<file path="src/hdl/rpRegPkg.sv">
`default_nettype none

package rpRegPkg;

   ////////////////////
   // Register addresses
   ////////////////////

   // Write-only control register
   localparam logic [2:0] REG_CS1 = 3'd0;
   // Read-only drive status
   localparam logic [2:0] REG_DS  = 3'd1;
   // Read-only look-ahead
   localparam logic [2:0] REG_LA  = 3'd2;
   // Maintenance register
   localparam logic [2:0] REG_MR  = 3'd3;

   ////////////////////
   // Field layout
   ////////////////////

   // CS1 function field in bits 5:1
   localparam int FUNC_LSB   = 1;
   localparam int FUNC_WIDTH = 5;
   // Drive clear function code
   localparam logic [FUNC_WIDTH-1:0] FUNC_DRVCLR = 5'o04;

   // MR bit positions
   localparam int MR_DMD  = 0;
   localparam int MR_DCLK = 1;
   localparam int MR_DIND = 2;
   localparam int MR_DSCK = 3;
   localparam int MR_DDAT = 4;

   // DS bit positions
   localparam int DS_DRY = 7;
   localparam int DS_DMD = 0;

   // Sector field inside LA
   localparam int LA_LSB = 6;

   // Bus and register widths
   localparam int DATA_WIDTH = 36;
   localparam int MR_WIDTH   = 16;

endpackage

`default_nettype wire

</file>
<file path="src/hdl/rpTimingPkg.sv">
`default_nettype none

package rpTimingPkg;

   ////////////////////
   // Drive geometry
   ////////////////////

   // Sectors per track
   localparam int SECTORS      = 20;
   localparam int SECTOR_WIDTH = 5;

   // Clocks per sector in normal mode
   localparam int SECTOR_CYCLES  = 16;
   localparam int PRESCALE_WIDTH = $clog2(SECTOR_CYCLES);

   ////////////////////
   // Handshake states
   ////////////////////

   typedef enum logic [1:0] {
      IDLE,
      ACCESS,
      ACKING
   } accessState_t;

endpackage

`default_nettype wire

</file>
<file path="src/hdl/rpRegBus.sv">
`default_nettype none
`timescale 1ns/100ps

interface rpRegBus;

   // Host write data, passed on by the FSM
   logic [rpRegPkg::DATA_WIDTH-1:0] wrData;
   // One-cycle strobes from the FSM
   logic mrWrite;
   logic drvClr;
   // Maintenance register contents
   logic [rpRegPkg::MR_WIDTH-1:0] mr;
   // Current sector
   logic [rpTimingPkg::SECTOR_WIDTH-1:0] sector;

   // Access FSM side
   modport fsm (
      output wrData,
      output mrWrite,
      output drvClr,
      input  mr,
      input  sector
   );

   // Maintenance register side
   modport maint (
      input  wrData,
      input  mrWrite,
      input  drvClr,
      output mr
   );

   // Timer only watches MR
   modport timer (
      input  mr,
      output sector
   );

endinterface

`default_nettype wire

</file>
<file path="src/hdl/rpDrive.sv">
`default_nettype none
`timescale 1ns/100ps

module rpDrive (
   input  wire                              clk,
   input  wire                              rst,
   input  wire                              clr,
   input  wire                              drvReady,
   input  wire                              req,
   input  wire                              write,
   input  wire  [2:0]                       addr,
   input  wire  [rpRegPkg::DATA_WIDTH-1:0]  wrData,
   output logic                             ack,
   output logic [rpRegPkg::DATA_WIDTH-1:0]  rdData
);

   ////////////////////
   // Internal bus
   ////////////////////

   // Strobes, MR and sector between the blocks
   rpRegBus bus ();

   ////////////////////
   // Blocks
   ////////////////////

   // Host handshake and register decode
   rpRegAccessFsm accessFsm (
      .clk      (clk),
      .rst      (rst),
      .req      (req),
      .write    (write),
      .addr     (addr),
      .wrData   (wrData),
      .drvReady (drvReady),
      .ack      (ack),
      .rdData   (rdData),
      .bus      (bus.fsm)
   );

   // Maintenance register
   rpMaintReg maintReg (
      .clk      (clk),
      .rst      (rst),
      .clr      (clr),
      .drvReady (drvReady),
      .bus      (bus.maint)
   );

   // Sector position
   rpSectorTimer sectorTimer (
      .clk (clk),
      .rst (rst),
      .bus (bus.timer)
   );

endmodule

`default_nettype wire

</file>
<file path="src/hdl/rpMaintReg.sv">
`default_nettype none
`timescale 1ns/100ps

module rpMaintReg (
   input  wire     clk,
   input  wire     rst,
   input  wire     clr,
   input  wire     drvReady,
   rpRegBus.maint  bus
);

   logic dmd;
   logic dclk;
   logic dind;
   logic dsck;
   logic ddat;

   ////////////////////
   // Diagnostic mode
   ////////////////////

   always_ff @(posedge clk or posedge rst)
   begin
      if (rst)
         dmd <= 1'b0;
      // Controller clear or drive clear
      else if (clr | bus.drvClr)
         dmd <= 1'b0;
      // Only a ready drive may enter diagnostics
      else if (bus.mrWrite & drvReady)
         dmd <= bus.wrData[rpRegPkg::MR_DMD];
   end

   ////////////////////
   // Diagnostic bits
   ////////////////////

   always_ff @(posedge clk or posedge rst)
   begin
      if (rst)
      begin
         dclk <= 1'b0;
         dind <= 1'b0;
         dsck <= 1'b0;
         ddat <= 1'b0;
      end
      // Held clear outside diagnostic mode
      else if (!dmd)
      begin
         dclk <= 1'b0;
         dind <= 1'b0;
         dsck <= 1'b0;
         ddat <= 1'b0;
      end
      else if (bus.mrWrite)
      begin
         dclk <= bus.wrData[rpRegPkg::MR_DCLK];
         dind <= bus.wrData[rpRegPkg::MR_DIND];
         dsck <= bus.wrData[rpRegPkg::MR_DSCK];
         ddat <= bus.wrData[rpRegPkg::MR_DDAT];
      end
   end

   // Assemble the MR word
   always_comb
   begin
      bus.mr = '0;
      bus.mr[rpRegPkg::MR_DMD]  = dmd;
      bus.mr[rpRegPkg::MR_DCLK] = dclk;
      bus.mr[rpRegPkg::MR_DIND] = dind;
      bus.mr[rpRegPkg::MR_DSCK] = dsck;
      bus.mr[rpRegPkg::MR_DDAT] = ddat;
   end

endmodule

`default_nettype wire

</file>
<file path="src/hdl/rpRegAccessFsm.sv">
`default_nettype none
`timescale 1ns/100ps

module rpRegAccessFsm (
   input  wire                              clk,
   input  wire                              rst,
   input  wire                              req,
   input  wire                              write,
   input  wire  [2:0]                       addr,
   input  wire  [rpRegPkg::DATA_WIDTH-1:0]  wrData,
   input  wire                              drvReady,
   output logic                             ack,
   output logic [rpRegPkg::DATA_WIDTH-1:0]  rdData,
   rpRegBus.fsm                             bus
);

   rpTimingPkg::accessState_t state;
   rpTimingPkg::accessState_t nextState;
   logic [rpRegPkg::DATA_WIDTH-1:0] rdValue;
   logic accessCycle;

   ////////////////////
   // Handshake FSM
   ////////////////////

   always_comb
   begin
      nextState = state;
      case (state)
         rpTimingPkg::IDLE:
         begin
            // Host request sampled
            if (req)
               nextState = rpTimingPkg::ACCESS;
         end
         // Single access cycle
         rpTimingPkg::ACCESS:
            nextState = rpTimingPkg::ACKING;
         rpTimingPkg::ACKING:
         begin
            // Hold ack until req drops
            if (!req)
               nextState = rpTimingPkg::IDLE;
         end
         default:
            nextState = rpTimingPkg::IDLE;
      endcase
   end

   always_ff @(posedge clk or posedge rst)
   begin
      if (rst)
         state <= rpTimingPkg::IDLE;
      else
         state <= nextState;
   end

   assign accessCycle = (state == rpTimingPkg::ACCESS);
   assign ack         = (state == rpTimingPkg::ACKING);

   ////////////////////
   // Write decode
   ////////////////////

   assign bus.wrData  = wrData;
   // MR load strobe
   assign bus.mrWrite = accessCycle & write & (addr == rpRegPkg::REG_MR);
   // Drive clear through the CS1 function field
   assign bus.drvClr  = accessCycle & write & (addr == rpRegPkg::REG_CS1) &
                        (wrData[rpRegPkg::FUNC_LSB +: rpRegPkg::FUNC_WIDTH] ==
                         rpRegPkg::FUNC_DRVCLR);

   ////////////////////
   // Read mux
   ////////////////////

   always_comb
   begin
      rdValue = '0;
      case (addr)
         rpRegPkg::REG_DS:
         begin
            rdValue[rpRegPkg::DS_DRY] = drvReady;
            rdValue[rpRegPkg::DS_DMD] = bus.mr[rpRegPkg::MR_DMD];
         end
         rpRegPkg::REG_LA:
            rdValue[rpRegPkg::LA_LSB +: rpTimingPkg::SECTOR_WIDTH] = bus.sector;
         rpRegPkg::REG_MR:
            rdValue = rpRegPkg::DATA_WIDTH'(bus.mr);
         // CS1 and unused addresses read zero
         default:
            rdValue = '0;
      endcase
   end

   // Latched at the end of ACCESS and held through ACKING
   always_ff @(posedge clk or posedge rst)
   begin
      if (rst)
         rdData <= '0;
      else if (accessCycle & !write)
         rdData <= rdValue;
   end

endmodule

`default_nettype wire

</file>
<file path="src/hdl/rpSectorTimer.sv">
`default_nettype none
`timescale 1ns/100ps

module rpSectorTimer (
   input  wire     clk,
   input  wire     rst,
   rpRegBus.timer  bus
);

   logic [rpTimingPkg::PRESCALE_WIDTH-1:0] prescale;
   logic [rpTimingPkg::SECTOR_WIDTH-1:0]   sector;
   logic dsckQ;
   logic dindQ;
   logic diagMode;
   logic dsckRise;
   logic dindRise;
   logic prescaleDone;

   // Next sector, wrapping at end of track
   function automatic logic [rpTimingPkg::SECTOR_WIDTH-1:0] stepSector(
      input logic [rpTimingPkg::SECTOR_WIDTH-1:0] cur
   );
      if (cur == rpTimingPkg::SECTOR_WIDTH'(rpTimingPkg::SECTORS - 1))
         return '0;
      else
         return cur + 1'b1;
   endfunction

   assign diagMode = bus.mr[rpRegPkg::MR_DMD];

   ////////////////////
   // Diagnostic edges
   ////////////////////

   always_ff @(posedge clk or posedge rst)
   begin
      if (rst)
      begin
         dsckQ <= 1'b0;
         dindQ <= 1'b0;
      end
      else
      begin
         dsckQ <= bus.mr[rpRegPkg::MR_DSCK];
         dindQ <= bus.mr[rpRegPkg::MR_DIND];
      end
   end

   assign dsckRise = bus.mr[rpRegPkg::MR_DSCK] & ~dsckQ;
   assign dindRise = bus.mr[rpRegPkg::MR_DIND] & ~dindQ;

   ////////////////////
   // Prescaler
   ////////////////////

   assign prescaleDone =
      (prescale == rpTimingPkg::PRESCALE_WIDTH'(rpTimingPkg::SECTOR_CYCLES - 1));

   always_ff @(posedge clk or posedge rst)
   begin
      if (rst)
         prescale <= '0;
      // Frozen in diagnostic mode
      else if (diagMode | prescaleDone)
         prescale <= '0;
      else
         prescale <= prescale + 1'b1;
   end

   ////////////////////
   // Sector counter
   ////////////////////

   always_ff @(posedge clk or posedge rst)
   begin
      if (rst)
         sector <= '0;
      else if (diagMode)
      begin
         // Index pulse wins over sector clock
         if (dindRise)
            sector <= '0;
         else if (dsckRise)
            sector <= stepSector(sector);
      end
      else if (prescaleDone)
         sector <= stepSector(sector);
   end

   assign bus.sector = sector;

endmodule

`default_nettype wire

</file>
<file path="config.mk">
export PLATFORM = sky130hd
export DESIGN_NAME = rpDrive
export DESIGN_NICKNAME = d
export VERILOG_FILES = /design/src/hdl/rpRegPkg.sv /design/src/hdl/rpTimingPkg.sv /design/src/hdl/rpRegBus.sv /design/src/hdl/rpDrive.sv /design/src/hdl/rpMaintReg.sv /design/src/hdl/rpRegAccessFsm.sv /design/src/hdl/rpSectorTimer.sv
export SDC_FILE = /design/constraint.sdc
export NUM_CORES = 1
export LEC_CHECK = 0
export ABC_AREA = 1
export BUFFER_PORTS_ARGS = -buffer_cell sky130_fd_sc_hd__buf_2
export CAP_MARGIN = 20
export CORE_ASPECT_RATIO = 1.75
export CORE_MARGIN = 1.5
export CORE_UTILIZATION = 50
export DETAILED_ROUTE_END_ITERATION = 16
export HOLD_SLACK_MARGIN = 0.08
export PLACE_DENSITY = 0.89
export SLEW_MARGIN = 20
export SYNTH_ARGS = -nofsm -noshare
export SYNTH_HDL_FRONTEND = slang
export SYNTH_HIERARCHICAL = 1
export SYNTH_SLANG_ARGS = --single-unit
export TNS_END_PERCENT = 50
</file>
<file path="constraint.sdc">
create_clock -name clk -period 1.7 [get_ports clk]
set_input_delay 0.17 -clock clk [delete_from_list [all_inputs] [get_ports clk]]
set_output_delay 0.17 -clock clk [all_outputs]
set_load 0.01 [all_outputs]
</file>
==> parameters.txt <==
Parameter                              Value

Run status
  Outcome    finished clean

Worst setup path
  Critical path data arrival time    1.50 ns
  Crit Path Category    flip-flop to flip-flop
  Critical Path Fanout Max    6
  Cells along the critical path    inv_2 -> nand3_1 -> nor3_1 -> buf_4 -> inv_1 -> nand3_1 -> nand2_1
  Data required time of the critical path    1.88 ns
  Sort of element at the end of the critical path    flip-flop
  Source of the worst register-to-register timing path    accessFsm/state[1]
  Cell with the largest stage delay on the worst path    dfrtp_1
  Worst R2R Path Depth    7
  Most common cell type on the critical path    nand3_1
  Setup slack of the worst register-to-register path    0.38 ns
  Delay of the slowest cell on the worst path    0.40 ns
  Endpoint of the most critical register-to-register path    maintReg/ddat
  Kind of start point of the critical path    flip-flop

Clock tree
  Clock insertion delay at the later pin of the skew report    0.29 ns
  Deepest clock path buffer count    2
  H-tree levels    2
  Num CTS Buffers    5
  Clock tree from TritonCTS    done
  Root Buffer Master    clkbuf_8
  Number of sinks driven by the clock tree    34
  Clock input transition at the sequential cells of the worst setup and hold paths    0.07 ns

Detailed routing
  Routed vias    1,516
  DR iter-0 viols    34
  WL per Instance    11.0 um
  First-pass iteration count of the detailed router    4
  Total Routed Length    3540 um
  Detail-routed via count per cell    4.69
  DR DRC count    0
  Number of antenna-violating nets in the routed design    0

Floorplan
  Die Wd    50.8 um
  Ports placed on the boundary    82
  Initial standard-cell utilization of the core    51.7%
  Site row count    30
  Floorplan die area    4400 um^2
  Std-Cell Core Area    3870 um^2
  Die Ht    86.6 um

Global routing
  Vias in the first global route    1,477
  Number of antenna violations at the first check in global routing    0
  Pin count of the biggest net entering global routing    19
  Grt total ovfl    0
  Overall fraction of global-route tracks in use    18.9%
  Global-route wire length before repair    6310 um

Timing
  Setup ws final    0.380 ns
  Peak clock frequency supported by timing    758 MHz
  Shortest period the worst path allows    1.32 ns
  Worst-case clock skew    0.00792 ns
  Max Slew Vio Count    0
  Max-Slew Margin vs Limit    57.4%
  Number of hold-slack violations in the final timing report    0
  Final worst-path cycle share    77.6%
  Unrepaired setup endpoints after global routing    no
  Worst hold slack across all endpoints    0.101 ns
  Final setup fails    0
  Pin slew with the least headroom to its limit    0.639 ns
  Aggregate negative setup slack    0 ns

Place
  Half-perimeter wire length of the detailed placement result    2700 um
  Count of buffers from port buffering    31
  Worst-case setup slack after placement    0.435 ns
  GP Congestion    0.820

Run
  Maximum Capacitance Violations    0

Logic synthesis
  Yosys warnings    6
  Netlist area before placement    2000 um^2
  Synthesized netlist cell count    250
  Average size of a mapped cell    7.99 um^2

Cells and area
  Final net count    321
  Combined flip-flop and latch cell area    851 um^2
  Antenna diodes    0
  Util after Layout    55.1%
  Fraction of final layout cells sized beyond drive strength 1    20.4%
  Number of fill cells in the layout    362
  Synthesis-to-layout area growth    6.70%
  Multi-input gate area    828 um^2

Power
  Worst IR drop on VDD    0.000711 V
  Cell Pwr Density    1290 nW/um^2
  Standby leakage power    1.20 nW

Min path
  Number of instances on the worst hold path    3
  Worst hold start    req
  Hold Crit Endpoint    accessFsm/state[1]
  Worst hold-check path type    input pin to flip-flop
## layer usage
layer,part of all wire [%],vias up,wire length (um),global-route usage (%)
met4,3.4,0,119,10.6
met1,37,689,1320,20.0
met2,54,56,1910,33.7
met5,0,-,0,0
met3,5.4,11,191,4.31
li1,-,760,-,-
## critical path, delay by kind of cell (launching register included)
kind,cells,cell delay (ns)
buf+inv,3,0.35
flops,1,0.40
simple gates,4,0.47
## placed cells by master (no fill, tap or decap), drive strengths merged, types with 2 or more instances in the layout
| cell | instances |
|---|---|
| nand2 | 77 |
| dfrtp | 34 |
| buf | 32 |
| conb | 31 |
| nand3 | 29 |
| nor2 | 22 |
| inv | 21 |
| clkbuf | 5 |
| a21oi | 4 |
| nand4 | 3 |
| o21ai | 3 |
| nor3 | 2 |
| bufinv | 2 |
| o211ai | 2 |
| ha | 2 |
## area by class of cell
class	instances	share of cell area, %
well taps	48	2.82
clock inverters	3	3.23
flip-flops and latches	34	39.9
clock buffers	5	3.23
inverters	21	3.82
repair buffers	33	8.10
multi-input cells	179	38.9
## worst max path at each step
stage                            start            end  slack, ns  cells past startpoint
floorplan           accessFsm/state[1]  maintReg/dclk       0.38                      6
global placement    accessFsm/state[1]  maintReg/ddat       0.47                      7
detailed placement  accessFsm/state[1]  maintReg/ddat       0.44                      7
CTS                 accessFsm/state[1]  maintReg/ddat       0.40                      7
global route        accessFsm/state[1]   maintReg/dmd       0.28                      8
finish              accessFsm/state[1]  maintReg/ddat       0.38                      7
## metrics by stage
stage	cells	instance area [um^2]	total power, W
3_3_place_gp	314	1980	0.00181
6_report	323	2130	0.00274
3_5_place_dp	314	1980	0.00187
2_1_floorplan	279	2110	0.00172
5_1_grt	323	2130	0.00294
4_1_cts	323	2130	0.00276
## report_power, final
| group | leakage [nW] | switching, W | internal, W |
|---|---|---|---|
| Combinational | 0.679 | 0.000430 | 0.000275 |
| Clock | 0.0683 | 0.000296 | 0.000587 |
| Sequential | 0.455 | 0.000165 | 0.000987 |
## repair_timing
action                                  4_1_cts  5_1_grt
setup buffers                                 0        0
resized for setup                             0        0
endpoints found under the setup margin        0        0
endpoints found under the hold margin        34        0
hold buffers                                  1        0
## flip-flops by register name, summed over array words and instances (netlist names)
signal / flops
accessFsm/rdData: 16
accessFsm/state: 2
maintReg/dclk: 1
maintReg/ddat: 1
maintReg/dind: 1
maintReg/dmd: 1
maintReg/dsck: 1
sectorTimer/bus.sector: 5
sectorTimer/dindQ: 1
sectorTimer/dsckQ: 1
sectorTimer/prescale: 4
No activity file was read; power rests on OpenSTA's default activity.
